File: config.mk
export PLATFORM = sky130hd
export DESIGN_NAME = dma_ctrl_regs
export DESIGN_NICKNAME = d
export VERILOG_FILES = /design/src/dma_pkg.sv /design/src/dma_ctrl_regs.sv
export SDC_FILE = /design/constraint.sdc
export NUM_CORES = 1
export LEC_CHECK = 0
export BUFFER_PORTS_ARGS = -buffer_cell sky130_fd_sc_hd__buf_4
export CAP_MARGIN = 20
export CORE_MARGIN = 3
export CORE_UTILIZATION = 35
export DETAILED_ROUTE_END_ITERATION = 7
export GPL_TIMING_DRIVEN = 0
export PLACE_DENSITY = 0.52
export SLEW_MARGIN = 30
export SYNTH_ARGS = -nofsm -noshare
export SYNTH_HDL_FRONTEND = slang
export SYNTH_SLANG_ARGS = --single-unit
File: constraint.sdc
create_clock -name bus_clk -period 3.63 [get_ports bus_clk]
set_clock_uncertainty 0.2 [all_clocks]
set_input_delay 0.9075 -clock bus_clk [delete_from_list [all_inputs] [get_ports bus_clk]]
set_output_delay 0.9075 -clock bus_clk [all_outputs]
set_load 0.02 [all_outputs]
File: src/dma_pkg.sv
// Shared constants for the TX DMA framer
// Stream count, bus widths, gate depth and the register select

package dma_pkg;

    // --------------------
    // Stream and bus sizes
    // --------------------
    localparam int NUM_STREAMS  = 4;
    localparam int STREAM_IDX_W = 2;    // Index into NUM_STREAMS
    localparam int DATA_W       = 64;   // DMA word
    localparam int FRAME_SIZE_W = 16;   // Frame sizes and packet lengths
    localparam int REG_DATA_W   = 32;

    // --------------------
    // Packet gate
    // --------------------
    localparam int GATE_DEPTH_LOG2 = 5;  // 32 words
    localparam int MAX_FRAME_WORDS = 32; // Never more than the gate holds

    // Per-stream register select
    typedef enum logic [1:0] {
        REG_CTRL       = 2'd0,  // Write only, bit 0 enable, bit 1 clear
        REG_FRAME_SIZE = 2'd1,
        REG_PKT_COUNT  = 2'd2,  // Read only
        REG_STATUS     = 2'd3   // Read only, bit 0 enable, bit 1 error
    } reg_sel_e;

endpackage

File: src/dma_ctrl_regs.sv
// Per-stream control registers: enable, clear pulse, frame size
// Completed packet counters and the register read port

`timescale 1ns/1ps

module dma_ctrl_regs (
    input  logic                                               bus_clk,
    input  logic                                               i_reset,
    input  logic                                               i_reg_wr,
    input  logic                                               i_reg_rd,
    input  logic [dma_pkg::STREAM_IDX_W-1:0]                   i_reg_stream,
    input  dma_pkg::reg_sel_e                                  i_reg_sel,
    input  logic [dma_pkg::REG_DATA_W-1:0]                     i_reg_wdata,
    input  logic [dma_pkg::NUM_STREAMS-1:0]                    i_error,
    input  logic [dma_pkg::NUM_STREAMS-1:0]                    i_pkt_done,
    output logic [dma_pkg::NUM_STREAMS-1:0]                    o_enable,
    output logic [dma_pkg::NUM_STREAMS-1:0]                    o_clear,
    output logic [dma_pkg::NUM_STREAMS*dma_pkg::FRAME_SIZE_W-1:0] o_frame_size,
    output logic [dma_pkg::REG_DATA_W-1:0]                     o_reg_rdata,
    output logic                                               o_reg_rvalid
);
    import dma_pkg::*;

    logic [REG_DATA_W-1:0]   pkt_count [NUM_STREAMS];
    logic [FRAME_SIZE_W-1:0] wr_size;   // Saturated write value

    assign wr_size = (i_reg_wdata > MAX_FRAME_WORDS) ? FRAME_SIZE_W'(MAX_FRAME_WORDS)
                                                     : i_reg_wdata[FRAME_SIZE_W-1:0];

    // --------------------
    // Write side
    // --------------------
    always_ff @(posedge bus_clk) begin
        if (i_reset) begin
            o_enable <= '0;
            o_clear  <= '0;
            for (int s = 0; s < NUM_STREAMS; s++) begin
                o_frame_size[s*FRAME_SIZE_W +: FRAME_SIZE_W] <= FRAME_SIZE_W'(MAX_FRAME_WORDS);
                pkt_count[s] <= '0;
            end
        end else begin
            o_clear <= '0;  // Single cycle pulse
            for (int s = 0; s < NUM_STREAMS; s++) begin
                if (o_clear[s])
                    pkt_count[s] <= '0;
                else if (i_pkt_done[s])
                    pkt_count[s] <= pkt_count[s] + 1'b1;   // Wraps
            end
            if (i_reg_wr) begin
                case (i_reg_sel)
                    REG_CTRL: begin
                        o_enable[i_reg_stream] <= i_reg_wdata[0];
                        o_clear[i_reg_stream]  <= i_reg_wdata[1];
                    end
                    REG_FRAME_SIZE:
                        o_frame_size[i_reg_stream*FRAME_SIZE_W +: FRAME_SIZE_W] <= wr_size;
                    default: ;  // Read-only registers
                endcase
            end
        end
    end

    // --------------------
    // Read side
    // --------------------
    always_ff @(posedge bus_clk) begin
        if (i_reset) begin
            o_reg_rvalid <= 1'b0;
            o_reg_rdata  <= '0;
        end else begin
            o_reg_rvalid <= i_reg_rd;
            if (i_reg_rd) begin
                case (i_reg_sel)
                    REG_FRAME_SIZE:
                        o_reg_rdata <= REG_DATA_W'(
                            o_frame_size[i_reg_stream*FRAME_SIZE_W +: FRAME_SIZE_W]);
                    REG_PKT_COUNT: o_reg_rdata <= pkt_count[i_reg_stream];
                    REG_STATUS:
                        o_reg_rdata <= REG_DATA_W'({i_error[i_reg_stream],
                                                    o_enable[i_reg_stream]});
                    default: o_reg_rdata <= '0;  // Control is write only
                endcase
            end
        end
    end

endmodule

Yosys cells after proc, flatten, opt, wreduce, memory -nomap -nowiden
Memories as Yosys holds them, arrays and structs flattened.
Cells that the tools add are included.

storage, ports and cells
  register bits after elaboration = 105
  input bits = 48
  memory bits (writable) = 128
  memories = 1

memory list
  name       depth  width  read ports  clocked after Yosys merged registers in  write ports  line                 source
  pkt_count  4      32     5           0                                        4            dma_ctrl_regs.sv:24  logic [REG_DATA_W-1:0] pkt_count [NUM_STREAMS];

operators by class
  shifts and indexed selects = 3
  bitwise gates (word level) = 11
  multiplexer cells = 48
  add/sub/neg operators = 5
  eq/ne operators = 3
  reductions and logical operators = 5
  order comparisons = 3

operators by type and width
  cell                        number
  $mux W32                    8
  $add A32 B1 Y32 const B     4
  $pmux W32 S3                1
  $bwmux W64                  1
  $shift A16 B34 Y64 const A  1
  $shiftx A16 B34 Y64         1
  $shiftx A64 B7 Y16          1
  $neg A6 Y34                 1
  $mux W1                     33
  $gt A32 B6 Y1 const B       1
  $mux W16                    1
  $or A1 B1 Y1                8
  $and A4 B4 Y4               1
  $bmux W1 S2                 2
  $bwmux W4                   1
  $eq A2 B2 Y1 const B        2
  $reduce_and A2 Y1           2
  $lt A2 B3 Y1 const B        1
  $reduce_or A3 Y1            1
  $demux W1 S2                1
  $eq A2 B1 Y1 const B        1
  $ge A2 B1 Y1 const B        1
  $logic_not A2 Y1            1
  $not A1 Y1                  2
  $logic_and A1 B1 Y1         1

Longest topological paths before layout
  word-level depth = 5
  depth in mapped cells = 8
  gate-level depth less buffers = 6

Least setup slack after synthesis
No wires, ideal clock.

  path kind = input port to flip-flop
  start point = in i_reg_stream[0] (netlist bit)
  end point = reg o_frame_size[32] (netlist bit)
  arrival = 3160 ps
  required time = 3369 ps
  setup time = 61 ps
  cell stages on the path = 8
  slack = 209 ps
  cell sequence = clkbuf_1 buf_2 inv_1 ha_1 nor4bb_1 nand4_1 nor4_1 a22o_1

on the way
  word-level cells in the longest chain between the ends = 3

ends and longest elaborated chain
  item                                                              line                 source
  start, declared                                                   dma_ctrl_regs.sv:11  input logic [dma_pkg::STREAM_IDX_W-1:0] i_reg_stream,
  $neg A6 Y34 (*)                                                   dma_ctrl_regs.sv:56  o_frame_size[i_reg_stream*FRAME_SIZE_W +: FRAME_SIZE_W] <= wr_size;
  $shiftx A16 B34 Y64 / $shift A16 B34 Y64 (equally long branches)  dma_ctrl_regs.sv:56
  $bwmux W64 (*)                                                    dma_ctrl_regs.sv:56
  end signal, assigned by index                                     dma_ctrl_regs.sv:38  o_frame_size[s*FRAME_SIZE_W +: FRAME_SIZE_W] <= FRAME_SIZE_W'(MAX_FRAME_WORDS);
  end signal, assigned by index                                     dma_ctrl_regs.sv:56
  end, declared                                                     dma_ctrl_regs.sv:18  output logic [dma_pkg::NUM_STREAMS*dma_pkg::FRAME_SIZE_W-1:0] o_frame_size,

Every way passes the cells marked *; elsewhere a longest branch is shown, timed or not.
A chain may end at the register's enable or synchronous reset.

Final worst setup path
Same ends and word-level chain as after synthesis.

==> reports/metrics.cfg <==
[routing]
drt_iter0_drc = 751
detail_route.first_pass.iterations = 5
num_vias = 10100
wl_mm = 38.3
wl_per_cell_um = 21.4
post-route-drc-count = 0
viasPerCell = 5.62
ant_nets = 0

[setup_path]
endpoint_kind = register
timing.rr.start = pkt_count[0][2]
critPathBufInv = 4
crit_cells = 9
arrival_ns = 3.65
crit_family = simple AND/OR/NAND/NOR gates
r2r_slack_ns = 0.87
path_cells = buf_4 -> clkbuf_1 -> clkbuf_4 -> inv_1 -> ha_1 -> nor4bb_1 -> nand4_1 -> nor4_4 -> a22o_1
crit_path_start = i_reg_stream[0]
start_kind = primary input
crit_required_ns = 3.93
reg2reg_depth = 6
crit_type = in2reg
cp_max_fo = 10
slowest_stage = nor4bb_1
cpPeakStageDelay_ns = 0.50

[final_layout]
fin_cells = 1791
final_util = 0.436
final_area_um2 = 14800
drive_above_1_share = 0.191
n_antenna_cell = 0
syn_to_final_growth_pct = 21.7
finalNetCount = 1382

[logic_synthesis]
synth_edf_count = 128
synth.top_cells.by_count = edfxtp_1, dfxtp_1, nor2_1
ys.flop_type = edfxtp_1
synth_top_area_share = 0.317
synth_most_common_cell = edfxtp_1
synth_nets = 1199
ys_async_sr_fraction = 0
yosysWarnings = 0
ys_ff_latch = 233
synth.distinct_cells = 48
ys_seq_area_frac = 0.490
yosys-top-cells-area = edfxtp_1, dfxtp_1, mux4_2
synth_area_um2 = 12100
avgSynthCellArea_um2 = 10.6
yosysTopAreaCell = edfxtp_1
syn_inst = 1140

[cts]
htreeDepth = 1
clk_latency_ns = 0.56
post-cts-setup-buffer-count = 0
tritoncts = built
cts_resized = 1
root_buffer = clkbuf_16
cts_sinks = 233
clk_pin_slew_ns = 0.06
clk_path_buf_depth = 3
holdBufCountCts = 0
cts_buffers = 28

[timing]
max_freq_ghz = 0.299
fin_crit_sh = 0.921
fin_tns_setup_ns = 0
final-hold-violation-count = 0
slew_violations = 0
worstMarginPinSlew_ns = 0.795
rsz0062_at_grt = false
period_needed_ns = 3.34
hold_ws_ns = 0.284
max_slew_margin = 0.467
layout_setup_ws_ns = 0.287
finalSetupViolCount = 0

[die]
start_util = 0.358
dieWidth_um = 192
rows = 67
pin_count = 153
die_y_um = 192
dieArea_um2 = 36900
coreArea_um2 = 33900

[status]
status = completed

[flow_run]
drv_cap = 0

[place]
io_buffers = 151
dp_cells = 1741
dp_slack_ns = -0.776
postPlaceCellArea_um2 = 13900
gp_congestion = 0.842
hpwl_mm = 28.6

[global_routing]
grt_pass1_vias = 9927
track_usage = 0.207
grt_pass1_wl_mm = 59.2
grt_overflow = 0
antenna_found_initial = 1
grt_start_max_net_pins = 33

[hold_path]
hold_start = o_reg_rdata[6]
hold_path.class = reg2reg
holdPathStages = 2

[power_and_ir_drop]
p_leak_nw = 5.09
vdd_drop_max_mv = 0.342
p_total_mw = 6.21
power.density_nw_per_um2 = 421

-- layout make-up --
type | instances | area [um^2]
fill | 3330 | 19100
sequential | 233 | 5950
multi-input combinational | 817 | 5880
timing repair buffer | 153 | 1180
clock buffer | 44 | 805
tap | 448 | 561
buffer | 72 | 282
inverter | 18 | 67.6
clock inverter | 6 | 37.5
-- sequential cells by signal, indices dropped and copies added (netlist names) --
register,cells
pkt_count,128
o_clear,4
o_reg_rdata,32
o_enable,4
o_frame_size,64
o_reg_rvalid,1
-- metal layers --
| layer | global-route usage | routed length, um | share of wire | vias up |
|---|---|---|---|---|
| met4 | 0.0474 | 893 | 0.023 | 0 |
| met5 | 0 | 0 | 0 | - |
| li1 | - | - | - | 4792 |
| met2 | 0.337 | 17800 | 0.47 | 318 |
| met1 | 0.275 | 16300 | 0.43 | 4914 |
| met3 | 0.0553 | 3210 | 0.084 | 48 |
-- report_power, final --
part           switching [mW]  internal [mW]
logic                   0.301          0.222
registers               0.171           2.90
clock network            1.10           1.51
total                    1.58           4.63
-- layout by cell type, fill, tap and decap left out, types with 17 or more instances in the layout --
master / instances
or3_1: 26
nand3_1: 59
a22o_1: 20
o21ai_0: 30
nand4_1: 34
clkbuf_1: 73
nor2_1: 92
or4_1: 44
dfxtp_1: 105
nor2b_1: 24
nor4_1: 25
clkbuf_16: 28
mux4_2: 47
o31ai_1: 39
and2_1: 45
buf_4: 151
and3_1: 17
a21oi_1: 86
inv_1: 18
xnor2_1: 31
edfxtp_1: 128
and4_1: 17
nand2_1: 57
-- worst reg2reg max path: stages, from the launching register on --
cell and delay (ns):
edfxtp_1 0.49, nand3_1 0.22, or4_1 0.54, clkbuf_1 0.22, clkbuf_1 0.29, o311ai_0 0.38
o41ai_1 0.13
-- worst paths after layout --
path,end
min,o_reg_rdata[6]
max reg2reg,pkt_count[0][25]
min reg2reg,o_reg_rdata[6]
max,o_frame_size[32]
-- cells by family after synthesis --
kind of cell,synth area share
AND/OR/NAND/NOR,0.220
flip-flops,0.490
AO/OA/AOI/OAI,0.120
buffers and inverters,0.0286
multiplexers,0.0979
XOR/XNOR,0.0318
adder cells (fa/ha/maj),0.0114
(Power assumes the default switching activity.)
