--- config.mk ---
export PLATFORM = sky130hd
export DESIGN_NAME = dma_packet_gate
export DESIGN_NICKNAME = d
export VERILOG_FILES = /design/src/dma_pkg.sv /design/src/dma_packet_gate.sv
export SDC_FILE = /design/constraint.sdc
export NUM_CORES = 2
export LEC_CHECK = 0
export BUFFER_PORTS_ARGS = -buffer_cell sky130_fd_sc_hd__buf_4
export CAP_MARGIN = 5
export CORE_MARGIN = 2
export CORE_UTILIZATION = 35
export CTS_CLUSTER_SIZE = 20
export DETAILED_ROUTE_END_ITERATION = 12
export GPL_TIMING_DRIVEN = 0
export MAX_ROUTING_LAYER = met4
export PLACE_DENSITY = 0.53
export SKIP_LAST_GASP = 1
export SYNTH_ARGS = -nofsm -noshare
export SYNTH_HDL_FRONTEND = slang
export SYNTH_SLANG_ARGS = --single-unit
--- constraint.sdc ---
create_clock -name bus_clk -period 4.61 [get_ports bus_clk]
set_input_delay 0 -clock bus_clk [delete_from_list [all_inputs] [get_ports bus_clk]]
set_output_delay 0 -clock bus_clk [all_outputs]
set_load 0.05 [all_outputs]
--- src/dma_pkg.sv ---
// Shared constants for the TX DMA framer
// Stream count, bus widths, gate depth and the register select

package dma_pkg;

    // --------------------
    // Stream and bus sizes
    // --------------------
    localparam int NUM_STREAMS  = 4;
    localparam int STREAM_IDX_W = 2;    // Index into NUM_STREAMS
    localparam int DATA_W       = 64;   // DMA word
    localparam int FRAME_SIZE_W = 16;   // Frame sizes and packet lengths
    localparam int REG_DATA_W   = 32;

    // --------------------
    // Packet gate
    // --------------------
    localparam int GATE_DEPTH_LOG2 = 5;  // 32 words
    localparam int MAX_FRAME_WORDS = 32; // Never more than the gate holds

    // Per-stream register select
    typedef enum logic [1:0] {
        REG_CTRL       = 2'd0,  // Write only, bit 0 enable, bit 1 clear
        REG_FRAME_SIZE = 2'd1,
        REG_PKT_COUNT  = 2'd2,  // Read only
        REG_STATUS     = 2'd3   // Read only, bit 0 enable, bit 1 error
    } reg_sel_e;

endpackage

--- src/dma_packet_gate.sv ---
// Packet gate buffer for one stream
// Read side only sees packets whose last word has been written

`timescale 1ns/1ps

module dma_packet_gate (
    input  logic                       bus_clk,
    input  logic                       i_reset,
    input  logic                       i_clear,
    input  logic [dma_pkg::DATA_W-1:0] i_tdata,
    input  logic                       i_tlast,
    input  logic                       i_tvalid,
    output logic                       i_tready,
    output logic [dma_pkg::DATA_W-1:0] o_tdata,
    output logic                       o_tlast,
    output logic                       o_tvalid,
    input  logic                       o_tready,
    output logic                       o_pkt_done
);
    import dma_pkg::*;

    logic [DATA_W:0]          mem [2**GATE_DEPTH_LOG2];  // {last, data}
    logic [GATE_DEPTH_LOG2:0] wr_ptr;
    logic [GATE_DEPTH_LOG2:0] commit_ptr;   // End of last whole packet
    logic [GATE_DEPTH_LOG2:0] rd_ptr;
    logic                     full;
    logic                     wr_en;
    logic                     rd_en;

    assign full  = (wr_ptr[GATE_DEPTH_LOG2] != rd_ptr[GATE_DEPTH_LOG2]) &&
                   (wr_ptr[GATE_DEPTH_LOG2-1:0] == rd_ptr[GATE_DEPTH_LOG2-1:0]);
    assign i_tready = !full;
    assign wr_en    = i_tvalid && !full;

    assign o_tvalid   = (commit_ptr != rd_ptr);
    assign {o_tlast, o_tdata} = mem[rd_ptr[GATE_DEPTH_LOG2-1:0]];
    assign rd_en      = o_tvalid && o_tready;
    assign o_pkt_done = rd_en && o_tlast;

    always_ff @(posedge bus_clk) begin
        if (wr_en)
            mem[wr_ptr[GATE_DEPTH_LOG2-1:0]] <= {i_tlast, i_tdata};
    end

    always_ff @(posedge bus_clk) begin
        if (i_reset || i_clear) begin
            wr_ptr     <= '0;
            commit_ptr <= '0;
            rd_ptr     <= '0;
        end else begin
            if (wr_en) begin
                wr_ptr <= wr_ptr + 1'b1;
                if (i_tlast)
                    commit_ptr <= wr_ptr + 1'b1;   // Publish the packet
            end
            if (rd_en)
                rd_ptr <= rd_ptr + 1'b1;
        end
    end

endmodule

# Yosys cells after proc, flatten, opt, wreduce, memory -nomap -nowiden
# Memory sizes are Yosys's and may differ from the RTL's. A register that Yosys moved wholly into a read port is not among the register bits.
# Cells that the tools add are included.
[word_totals]
n_memories = 1
out_inout_bits = 68
mem_bits_rw = 2080
wordCells = 20
inputBits = 70
regBits = 18
[memory_table]
columns = ["name", "depth", "width", "rd", "rd_clocked_by_memory_dff", "write_ports", "line", "text"]
rows = [
  ["mem", 32, 65, 1, 1, 1, "dma_packet_gate.sv:22", "logic [DATA_W:0] mem [2**GATE_DEPTH_LOG2];"],
]
[classes]
mux = 4
add_sub_neg = 2
reduce_logical = 7
eq_ne = 3
[op_table]
columns = ["operator", "n"]
rows = [
  ["6-bit by 1-bit adder with 6-bit output (second input constant)", 2],
  ["5-bit 2-to-1 mux", 2],
  ["6-bit != test", 1],
  ["5-bit == test", 1],
  ["1-bit logical AND", 4],
  ["1-bit 2-to-1 mux", 2],
  ["2-bit AND reduction", 1],
  ["1-bit zero test", 1],
  ["1-bit logical OR", 1],
  ["1-bit != test", 1],
]

# Logic depth before layout (Yosys ltp)
[depth]
ltp_word = 6
ltp_mapped = 11
depth_no_buf = 5

# Least setup slack after synthesis
# No wires, ideal clock.
[synth_path]
path_kind = "reg-to-reg"
from = "register wr_ptr[0]"
to = "memory mem[29][0] (netlist bit) (enable)"
slack_ns = -0.015
setup_time_ns = 0.489
required_time_ns = 4.121
synth_period_minus_slack_ns = 4.625
n_path_buf = 2
arrival_ns = 4.137
path_stages_with_launch = 8
cell_sequence = "dfxtp_1 > clkbuf_1 > xnor2_1 > nand2_1 > o21a_1 > clkbuf_1 > nand2_1 > nor2_1"
[synth_via]
elab_chain_cells = 6
[synth_rtl]
columns = ["element", "line", "text"]
rows = [
  ["start, declared", "dma_packet_gate.sv:23", "logic [GATE_DEPTH_LOG2:0] wr_ptr;"],
  ["start signal, assigned", "dma_packet_gate.sv:52", "wr_ptr <= wr_ptr + 1'b1;"],
  ["5-bit == test", "dma_packet_gate.sv:31", "(wr_ptr[GATE_DEPTH_LOG2-1:0] == rd_ptr[GATE_DEPTH_LOG2-1:0]);"],
  ["1-bit logical AND", "dma_packet_gate.sv:30", "assign full = (wr_ptr[GATE_DEPTH_LOG2] != rd_ptr[GATE_DEPTH_LOG2]) &&"],
  ["1-bit zero test", "dma_packet_gate.sv:33", "assign wr_en = i_tvalid && !full;"],
  ["1-bit logical AND", "dma_packet_gate.sv:33", ""],
  ["1-bit 2-to-1 mux", "dma_packet_gate.sv:41", "if (wr_en)"],
  ["1-bit 2-to-1 mux (not written as such)", "dma_packet_gate.sv:42", "mem[wr_ptr[GATE_DEPTH_LOG2-1:0]] <= {i_tlast, i_tdata};"],
  ["end, declared", "dma_packet_gate.sv:22", ""],
]
# Parallel ways exist; a longest one is shown, timed or not.

==> metrics.log <==
INFO  metric synth_async_sr_flop_share = 0%
INFO  metric grt_start_max_net_pins = 35
INFO  metric p_per_area = 411.4 mW/mm²
INFO  metric wl = 212900 µm
INFO  metric vdd_drop_max = 0.0004078 V
INFO  metric synthesis.area_per_instance = 24.24 µm²
INFO  metric routed-via-count = 37560
INFO  metric rows = 175
INFO  metric crit_type = register to output port
INFO  metric status = finished clean
INFO  metric finalMaxSlewViolations = 0
INFO  metric yosys.area.top_type_share = 77.99%
INFO  metric cp_top_family = buffers and inverters
INFO  metric cpPeakStageDelay = 0.58 ns
INFO  metric number_of_cells_on_the_critical_path = 10
INFO  metric routed_wire_per_std_cell = 30.29 µm
INFO  metric totalNegativeSetupSlack = 0 ns
INFO  metric cp_slowest_cell = clkbuf_1
INFO  metric final.setup_skew = 0.04401 ns
INFO  metric worstRegToRegCells = 9
INFO  metric routed_via_density = 5.344
INFO  metric critical_path.max_fanout = 10
INFO  metric finalHoldViolations = 0
INFO  metric cellLeakagePower = 0.02877 µW
INFO  metric worst-path-buf-inv = 6
INFO  metric grt_pass1_vias = 38430
INFO  metric drt_first_pass_iters = 7
INFO  metric cts_sinks = 2103
INFO  metric synthesis.instances = 3304
INFO  metric ctsLongestPathBuffers = 3
INFO  metric hpwl = 139800 µm
INFO  metric cts.root.buffer_cell = clkbuf_16
INFO  metric cts_htree_levels = 4
INFO  metric max_cap_violations = 0
INFO  metric start_kind = register
INFO  metric cts_inserted_buffers = 211
INFO  metric fin_crit_sh = 97.10%
INFO  metric worstHoldPathCells = 2
INFO  metric antenna_found_initial = 12
INFO  metric drive_above_1_share = 32.67%
INFO  metric track_usage = 18.86%
INFO  metric holdCritPathClass = input port to register
INFO  metric grt_remaining_overflow = 0
INFO  metric route.detailed.drc = 0
INFO  metric mappedNetlistArea = 0.08008 mm²
INFO  metric postSynthNetCount = 3379
INFO  metric ys_warn_count = 0
INFO  metric synth-edff-count = 2080
INFO  metric clkLatencyLatePin = 0.86 ns
INFO  metric grt_setup_unrepaired = no
INFO  metric die_height = 482.3 µm
INFO  metric die_w = 482.3 µm
INFO  metric finalSetupViolCount = 0
INFO  metric core_region_area = 0.2275 mm²
INFO  metric area_growth = 18.70%
INFO  metric pin_count = 138
INFO  metric tritoncts = built
INFO  metric synthDistinctLibCells = 43
INFO  metric timing.fmax = 223.4 MHz
INFO  metric slew_headroom = 8.378%
INFO  metric global_route_wire_length_before_repair = 298700 µm
INFO  metric cp_data_required_time = 4.61 ns
INFO  metric largest_cells_by_area_after_synthesis = edfxtp_1, mux4_2, mux2i_1
INFO  metric ys_seq_area_share = 78.57%
INFO  metric timing.hold.ws = 0.09918 ns
INFO  metric fp.dieArea = 0.2327 mm²
INFO  metric tightest_slew = 1.374 ns
INFO  metric place.gp.congestion = 0.7414
INFO  metric clkSlewWorstSetupHoldPaths = 0.06 ns
INFO  metric crit_arrival = 4.48 ns
INFO  metric drt_first_iter_violations = 4401
INFO  metric cp_cell_sequence = clkbuf_1, buf_2, buf_4, buf_2, clkbuf_1, nand3b_1, nand4_1, nand4_1, nor2b_2, buf_4
INFO  metric final.min_clock_period = 4.476 ns
INFO  metric synthFlopType = edfxtp_1
INFO  metric synth_area_leader_cell = edfxtp_1
INFO  metric number_of_nets_in_the_final_layout = 3918
INFO  metric route.antenna.remaining_nets = 0
INFO  metric initial_utilization = 35.20%
INFO  metric port_buffers = 137
INFO  metric synth_seq_cells = 2103
INFO  metric cp_endpoint_kind = output port
[flip-flops by register name, indices dropped and copies added, names as in the netlist, named ones only]
| name | cells |
|---|---|
| mem | 2080 |
| rd_ptr | 6 |
| wr_ptr | 6 |
| commit_ptr | 6 |
[per-layer routing]
metal,GRT usage [%],part of all wire [%]
met5,-,0
met4,4.306,2.0
met3,2.791,5.7
met2,29.54,48
met1,26.20,44
[synthesized netlist by cell type (all sizes together), types with 2 or more instances]
master	n
edfxtp	2080
mux4	603
buf	93
nor2	87
clkbuf	82
mux2i	54
nand2	44
mux2	38
inv	30
o21ai	29
a211oi	26
o22ai	26
dfxtp	23
xnor2	14
nand3	9
nand3b	9
nand4	7
xor2	6
ha	5
or2	5
o211ai	4
o31ai	4
a21oi	3
or3	3
a311oi	2
nand2b	2
nor2b	2
nor3	2
o21a	2
or4	2
[logic make-up after synthesis]
logic type               after synthesis  synth area share [%]
adder cells (fa/ha/maj)                5               0.07812
multiplexers                         695                 18.17
AND/OR/NAND/NOR                      175                0.9640
XOR/XNOR                              20                0.2187
flip-flops                          2103                 78.57
AO/OA/AOI/OAI                        101                0.8125
buffers and inverters                205                 1.191
[cell type report]
type                    count  area [µm²]
inverters                  30       112.6
clock inverters           116        1206
diodes                      6       15.01
multi-input cells         996       16450
well taps                3009        3765
flip-flops and latches   2103       62920
plain buffers             174       858.3
repair buffers            327        4154
fillers                 19460      132400
clock buffers             267        5574
[per-stage QoR]
stage	utilization, %	cell area (µm²)	setup WS, ns	power (µW)	cells
6_report	41.78	95060	0.1335	39110	7028
5_1_grt	41.78	95050	0.005044	40240	7027
4_1_cts	41.77	95030	-0.009024	39460	7021
3_5_place_dp	38.46	87500	0.4025	22540	6566
3_3_place_gp	37.31	84880	-5.241	22500	6450
2_1_floorplan	-	80080	-0.01543	21990	3304
[power by group]
group / internal [µW] / switching, µW
Sequential: 21100 / 13.8
Combinational: 375 / 720
Clock: 9670 / 7270
Total: 31100 / 8000
[timing repair]
| item | CTS | global route |
|---|---|---|
| setup buffers | 0 | 0 |
| endpoints found under the hold margin | 2115 | 0 |
| resized for setup | 13 | 0 |
| hold buffers | 73 | 0 |
| endpoints found under the setup margin | 65 | 0 |
[final timing paths]
check / from / end / slack, ns
setup reg to reg: rd_ptr[2] / mem[30][36] / 0.69
setup / recovery: register / o_pkt_done / 0.13
hold reg to reg: commit_ptr[2] / commit_ptr[2] / 0.49
hold / removal: i_tdata[22] / mem[24][22] / 0.1
[placed cells by master, fill, tap and decap left out, types with 19 or more instances in the layout]
cell type	count
edfxtp_1	2080
mux4_2	603
clkbuf_16	214
buf_4	163
clkbuf_1	123
buf_12	103
dlygate4sd3_1	73
nor2_1	55
mux2i_1	54
buf_2	53
clkinv_1	48
nand2_1	44
mux2_2	38
nor2_4	32
clkinv_2	31
inv_1	29
o22ai_1	26
a211oi_1	26
dfxtp_1	23
bufinv_16	20
o21ai_0	19
[worst register-to-register path, cell delays in order, from the launching register on]
cell and delay [ns]:
dfxtp_1 0.31, clkbuf_1 0.31, xnor2_1 0.14, nand4_1 0.16
o21a_1 0.12, clkbuf_1 0.40, nand2_1 0.64, nor2_4 0.93
buf_12 0.29, buf_12 0.24
Note: power is estimated with default switching activity, not from simulation.
