## config.mk

```make
export PLATFORM = sky130hd
export DESIGN_NAME = dma_stream_mux
export DESIGN_NICKNAME = d
export VERILOG_FILES = /design/src/dma_pkg.sv /design/src/dma_stream_mux.sv
export SDC_FILE = /design/constraint.sdc
export NUM_CORES = 1
export LEC_CHECK = 0
export ABC_AREA = 1
export CORE_AREA = 4 4 128 130
export CTS_CLUSTER_SIZE = 30
export DETAILED_ROUTE_END_ITERATION = 10
export DIE_AREA = 0 0 132 134
export DONT_BUFFER_PORTS = 1
export SYNTH_ARGS = -nofsm -noshare
export SYNTH_HDL_FRONTEND = slang
export SYNTH_SLANG_ARGS = --single-unit
```

## constraint.sdc

```tcl
create_clock -name bus_clk -period 3.42 [get_ports bus_clk]
set_input_delay 0 -clock bus_clk [delete_from_list [all_inputs] [get_ports bus_clk]]
set_output_delay 0 -clock bus_clk [all_outputs]
set_load 0.02 [all_outputs]
```

## src/dma_pkg.sv

```systemverilog
// Shared constants for the TX DMA framer
// Stream count, bus widths, gate depth and the register select

package dma_pkg;

    // --------------------
    // Stream and bus sizes
    // --------------------
    localparam int NUM_STREAMS  = 4;
    localparam int STREAM_IDX_W = 2;    // Index into NUM_STREAMS
    localparam int DATA_W       = 64;   // DMA word
    localparam int FRAME_SIZE_W = 16;   // Frame sizes and packet lengths
    localparam int REG_DATA_W   = 32;

    // --------------------
    // Packet gate
    // --------------------
    localparam int GATE_DEPTH_LOG2 = 5;  // 32 words
    localparam int MAX_FRAME_WORDS = 32; // Never more than the gate holds

    // Per-stream register select
    typedef enum logic [1:0] {
        REG_CTRL       = 2'd0,  // Write only, bit 0 enable, bit 1 clear
        REG_FRAME_SIZE = 2'd1,
        REG_PKT_COUNT  = 2'd2,  // Read only
        REG_STATUS     = 2'd3   // Read only, bit 0 enable, bit 1 error
    } reg_sel_e;

endpackage

```

## src/dma_stream_mux.sv

```systemverilog
// Round-robin packet mux over all streams
// Grant is held until tlast, output goes through one register stage

`timescale 1ns/1ps

module dma_stream_mux (
    input  logic                                          bus_clk,
    input  logic                                          i_reset,
    input  logic [dma_pkg::NUM_STREAMS*dma_pkg::DATA_W-1:0] i_tdata,
    input  logic [dma_pkg::NUM_STREAMS-1:0]               i_tlast,
    input  logic [dma_pkg::NUM_STREAMS-1:0]               i_tvalid,
    output logic [dma_pkg::NUM_STREAMS-1:0]               o_tready,
    output logic [dma_pkg::DATA_W-1:0]                    o_m_tdata,
    output logic                                          o_m_tlast,
    output logic [dma_pkg::STREAM_IDX_W-1:0]              o_m_tdest,
    output logic                                          o_m_tvalid,
    input  logic                                          i_m_tready
);
    import dma_pkg::*;

    logic [STREAM_IDX_W-1:0] grant;     // Last stream served
    logic                    locked;    // Inside a packet
    logic [STREAM_IDX_W-1:0] pick;
    logic [STREAM_IDX_W-1:0] cand;
    logic                    found;
    logic [STREAM_IDX_W-1:0] sel;
    logic                    sel_valid;
    logic                    reg_ready;

    // --------------------
    // Arbitration
    // --------------------
    always_comb begin
        pick  = grant;
        found = 1'b0;
        cand  = grant;
        for (int k = 1; k <= NUM_STREAMS; k++) begin
            cand = STREAM_IDX_W'(grant + k);   // Next after grant first
            if (!found && i_tvalid[cand]) begin
                pick  = cand;
                found = 1'b1;
            end
        end
    end

    assign sel       = locked ? grant : pick;
    assign sel_valid = i_tvalid[sel];
    assign reg_ready = !o_m_tvalid || i_m_tready;

    always_comb begin
        o_tready = '0;
        o_tready[sel] = reg_ready;
    end

    // --------------------
    // Output register
    // --------------------
    always_ff @(posedge bus_clk) begin
        if (i_reset) begin
            o_m_tvalid <= 1'b0;
            grant      <= STREAM_IDX_W'(NUM_STREAMS - 1);  // Stream 0 goes first
            locked     <= 1'b0;
        end else if (reg_ready) begin
            o_m_tvalid <= sel_valid;
            if (sel_valid) begin
                grant  <= sel;
                locked <= !i_tlast[sel];   // Release after tlast
            end
        end
    end

    always_ff @(posedge bus_clk) begin
        if (reg_ready && sel_valid) begin
            o_m_tdata <= i_tdata[sel*DATA_W +: DATA_W];
            o_m_tlast <= i_tlast[sel];
            o_m_tdest <= sel;
        end
    end

endmodule

```

### Yosys cells after proc, flatten, opt, wreduce, memory -nomap -nowiden

Cells that the tools add are included.

| storage, ports and cells | value |
|---|---|
| register bits after elaboration | 71 |
| input bits | 267 |
| output and inout bits | 72 |
| word-level logic and storage cells | 52 |

| operators by class | value |
|---|---|
| add/sub/neg operators | 4 |
| magnitude comparators | 6 |
| shift-type cells | 1 |
| muxes and demuxes | 22 |
| bitwise gates (word level) | 1 |
| reduce and logical (&&, ||, !) cells | 12 |

Operators by type and width:

| cell | count |
|---|---|
| $shiftx A256 B9 Y64 | 1 |
| $lt A2 B3 Y1 const B | 5 |
| $bmux W1 S2 | 6 |
| $mux W1 | 10 |
| $mux W2 | 5 |
| $logic_and A1 B1 Y1 | 5 |
| $logic_not A1 Y1 | 5 |
| $add A2 B1 Y2 const B | 2 |
| $add A2 B2 Y2 const B | 2 |
| $and A4 B4 Y4 | 1 |
| $demux W1 S2 | 1 |
| $ge A2 B1 Y1 const B | 1 |
| $reduce_and A2 Y1 | 1 |
| $logic_or A1 B1 Y1 | 1 |

### Depth between registers and ports, before layout

| logic depth | value |
|---|---|
| word-level depth | 19 |
| gate-level depth with buffers | 14 |
| mapped depth without buffers | 14 |

### Worst setup path before layout

No wires, ideal clock.

| timing | value |
|---|---|
| kind | register -> register |
| from | register grant[0] |
| to | register o_m_tdata[0] (netlist name), enable pin |
| setup time | 0.421 ns |
| arrival | 2.519 ns |
| required time | 2.999 ns |
| setup slack | 0.480 ns |
| stages on the path, launching flop included | 13 |
| path buffers | 0 |
| clock period less this slack | 2.940 ns |
| cells stage by stage | dfxtp_1 inv_2 nor2_1 nand2_1 nand2_1 a21oi_4 nand2_4 nand2_1 nand2_1 nand2_1 nand2_2 nand2_1 inv_1 |

| between the ends | value |
|---|---|
| word-level cells in the longest chain between the ends | 17 |
| elaborated cells between the ends (all ways) | 29 |
| those cells by class | 4 x add/sub; 18 x mux; 7 x reduce/logical |

Ends and longest elaborated chain:

| element | line | text |
|---|---|---|
| from (decl) | dma_stream_mux.sv:21 | `logic [STREAM_IDX_W-1:0] grant;` |
| from (signal assigned) | dma_stream_mux.sv:61 | `grant <= STREAM_IDX_W'(NUM_STREAMS - 1);` |
| from (signal assigned) | dma_stream_mux.sv:66 | `grant <= sel;` |
| $add A2 B1 Y2 | dma_stream_mux.sv:38 | `cand = STREAM_IDX_W'(grant + k);` |
| $bmux W1 S2 | dma_stream_mux.sv:39 | `if (!found && i_tvalid[cand]) begin` |
| $mux W1 (implied by the code) | dma_stream_mux.sv:39 |  |
| $mux W1 | dma_stream_mux.sv:39 |  |
| $logic_not A1 Y1 | dma_stream_mux.sv:39 |  |
| $logic_and A1 B1 Y1 | dma_stream_mux.sv:39 |  |
| $mux W1 | dma_stream_mux.sv:39 |  |
| $logic_not A1 Y1 | dma_stream_mux.sv:39 |  |
| $logic_and A1 B1 Y1 | dma_stream_mux.sv:39 |  |
| $mux W1 | dma_stream_mux.sv:39 |  |
| $logic_not A1 Y1 | dma_stream_mux.sv:39 |  |
| $logic_and A1 B1 Y1 | dma_stream_mux.sv:39 |  |
| $mux W2 | dma_stream_mux.sv:39 |  |
| $mux W2 * | dma_stream_mux.sv:46 | `assign sel = locked ? grant : pick;` |
| $bmux W1 S2 * | dma_stream_mux.sv:47 | `assign sel_valid = i_tvalid[sel];` |
| $mux W1 (implied by the code) * | dma_stream_mux.sv:47 |  |
| $logic_and A1 B1 Y1 * | dma_stream_mux.sv:73 | `if (reg_ready && sel_valid) begin` |
| to (signal assigned) | dma_stream_mux.sv:74 | `o_m_tdata <= i_tdata[sel*DATA_W +: DATA_W];` |
| to (decl) | dma_stream_mux.sv:13 | `output logic [dma_pkg::DATA_W-1:0] o_m_tdata,` |

Mark *: on every way between the ends. The rest lies on a longest branch, timed or not. The select of a mux whose other input is x is not followed.
A chain may end at the register's enable or synchronous reset.

### Worst setup path in the final report

| timing | value |
|---|---|
| from | register grant[0] |
| to | register o_m_tdata[4] (netlist name), data pin |

| between the ends | value |
|---|---|
| word-level cells in the longest chain between the ends | 15 |
| elaborated cells between the ends (all ways) | 27 |
| those cells by class | 4 x add/sub; 1 x shift; 16 x mux; 6 x reduce/logical |

Ends and longest elaborated chain:

| element | line |
|---|---|
| $add A2 B1 Y2 | dma_stream_mux.sv:38 |
| $bmux W1 S2 | dma_stream_mux.sv:39 |
| $mux W1 (implied by the code) | dma_stream_mux.sv:39 |
| $mux W1 | dma_stream_mux.sv:39 |
| $logic_not A1 Y1 | dma_stream_mux.sv:39 |
| $logic_and A1 B1 Y1 | dma_stream_mux.sv:39 |
| $mux W1 | dma_stream_mux.sv:39 |
| $logic_not A1 Y1 | dma_stream_mux.sv:39 |
| $logic_and A1 B1 Y1 | dma_stream_mux.sv:39 |
| $mux W1 | dma_stream_mux.sv:39 |
| $logic_not A1 Y1 | dma_stream_mux.sv:39 |
| $logic_and A1 B1 Y1 | dma_stream_mux.sv:39 |
| $mux W2 | dma_stream_mux.sv:39 |
| $mux W2 * | dma_stream_mux.sv:46 |
| $shiftx A256 B9 Y64 * | dma_stream_mux.sv:74 |

Marks and branches as above.

==> run metrics <==
fin crit share=approximately 90%; height of the die=~130 um; CTS Hold Buffers Added=~130; VDD IR-drop max=approximately 0.0013 V; initial antenna violation count=0; Setup Viol. Count Final=0; CP max stage cell=nor2_8; fmax=0.3193 GHz; Worst Tran Pin Value=0.9132 ns; DR pass1 iterations=7; RSZ-0062 raised after global routing=false; Root Driver=clkbuf_16; synth top area cells=edfxtp_1, nand2_1, nand4_1; Post-Place Worst Slack=around 0.86 ns; Mapped Cells=500; Clk pin slew, worst setup/hold paths=0.05 ns; CTS tree=done; Vias=between 4,000 and 5,000; Critical Path Max Stage Delay=about 0.80 ns; leakage power=2.220 nW; Hold Crit Class=primary input to flop; Sw Ratio=a little over two fifths; register area share after synthesis=51.12%; Initial Util=between 20% and 30%; unique cell type count in the Yosys netlist=21; Resize count post-CTS=0; Final Hold Slack=0.1121 ns; fin. max-slew vios=0; CTS max path bufs=2; critical path endpoint category=flop; Setup TNS Final=0 ns; IO Port Bufs=0; ANT cells=0; DRC Markers=0; first-pass GRT wire length=between 20,000 and 25,000 um; Mean Syn Cell Area=8.185 um^2; post-synth top area cell=edfxtp_1; sequential share of power=around two fifths; CORE AREA=~0.015 mm^2; TritonCTS Buffers=9; postcts setup bufs=0; critical path type=flop to flop; hold path endpoint=grant[0]; die width=roughly 130 um; H-tree levels=3; Max FO, Critical Path=64; total overflow reported by the global router=0; most common cell after layout, fill and taps aside=nand2_1; reg-to-reg setup timing slack=between 0.2 and 0.3 ns; cell-internal power=between 3 and 4 mW; largest net degree at the start of global routing=68; Synth Warn #=0; Final Skew=approximately 0.0053 ns; reg2reg start=grant[0]; Final GP Congestion=~0.86; max_cap viols=0; kind of start point of the critical path=flop; DRT antenna net count=0; Reg2Reg Depth=9; clock share of power=approximately 15%; reg2reg end=o_m_tdata[4]; post-route cell area=a little under 0.006 mm^2; most frequent cells in the layout=nand2_1, dlygate4sd3_1, nand3_1; Post-DP HPWL=approximately 11,000 um; Via-to-Cell Ratio=between 5 and 6; hold path cells=6; pwr dens=1132 mW/mm^2; vias in the first global route=4,614; Seq cells post-synth=71; Clock Sinks=71; die area=0.01769 mm^2; post-DR wirelength/cell=slightly below 20 um; Tmin final=approximately 3.1 ns; critical path, cell by cell=inv_2 > a21oi_1 > nor2_1 > a21oi_4 > nand2_4 > nor2_8 > nand2_1 > nand4_1 > dlygate4sd3_1; num rows=between 40 and 50; Total GRT Usage=16.96%; clock latency on the worst-skew pair=about 0.33 ns; fin nets=between 800 and 900; final hold vios=0; syn_nets=between 700 and 800; placed cell area=between 0.004 and 0.005 mm^2; total wire length=16,000 um; status=complete, no violations; I/O pins=approximately 340; net switching power figure=2.865 mW; setup ws final=roughly 0.29 ns; Area Growth Syn to Fin=42.01%; WP data required=~3.6 ns; max_slew headroom=39.12%; Hold Startpoint=i_tvalid[2]; Starting DRT DRC Count=~320; Comb power frac=a little under half; Post-Syn Area=between 0.004 and 0.005 mm^2; Arrival @ worst endpoint=between 3 and 4 ns; layout cells sized above 1=about 5.3%; Synth top area share=slightly below 50%
kinds of logic after synthesis:
kind of cell	share of synthesized area, %
flops	51.12
buf+inv	6.451
simple gates	41.30
compound gates	1.131
layer usage:
metal / vias to the layer above / wire length (um) / track usage, %
met1: 2074 / 5358 / 16.44
met4: 0 / 801 / 10.09
li1: 1972 / - / -
met3: 73 / 1979 / 7.277
met2: 388 / 7862 / 30.05
met5: - / 0 / 0
how the worst max path moves through the flow:
stage	startpoint	endpoint	slack, ns	depth (start not counted)
after floorplan	grant[0]	o_m_tdata[0]	0.48	12
after global placement	grant[0]	o_m_tdata[57]	1.0	13
after detailed placement	grant[0]	o_m_tdata[49]	0.86	13
after CTS	grant[0]	o_m_tdata[55]	0.38	12
after global routing	grant[1]	o_m_tdata[40]	0.06	13
final	grant[0]	o_m_tdata[4]	0.29	9
area by class of cell:
cell class              instances  area [um^2]
inverters                      18        72.57
clock buffers                  10        229.0
well taps                     188        235.2
flip-flops and latches         71         2092
repair buffers                136         1361
multi-input cells             379         1737
clock inverters                 6        85.08
fillers                      1453         9334
worst max-delay path, delay by kind of cell (launching register included):
kind                   cells  cell delay, ns
AO/OA/AOI/OAI              2            0.35
buffers and inverters      2            0.65
flip-flops                 1            0.41
AND/OR/NAND/NOR            5            1.54
metrics by stage:
| stage | utilization [%] | power, mW | std cells |
|---|---|---|---|
| floorplan | - | 4.118 | 500 |
| global placement | 27.64 | 4.575 | 661 |
| detailed placement | 27.64 | 4.690 | 661 |
| CTS | 38.37 | 6.583 | 808 |
| global route | 38.37 | 6.989 | 808 |
| finish | 38.37 | 6.579 | 808 |
synth_stat cells (all sizes together):
cell,n
nor3,3
nand2,219
o21ai,4
nand3,77
nand4,64
inv,17
nor2,9
clkbuf,1
dfxtp,4
a21oi,3
buf,31
edfxtp,67
clkinv,1
sequential cells by signal, indices dropped and copies added, names as in the netlist:
signal / flops
grant: 2
locked: 1
o_m_tdata: 64
o_m_tdest: 2
o_m_tlast: 1
o_m_tvalid: 1
power groups by stage:
stage	logic (mW)	registers [mW]	clock network [mW]
after global placement	1.98	2.59	0
after global routing	3.32	2.60	1.06
final	3.02	2.58	0.986
after floorplan	1.66	2.45	0
after detailed placement	2.10	2.59	0
after CTS	2.97	2.58	1.03
Power figures use the tool's default switching activity.
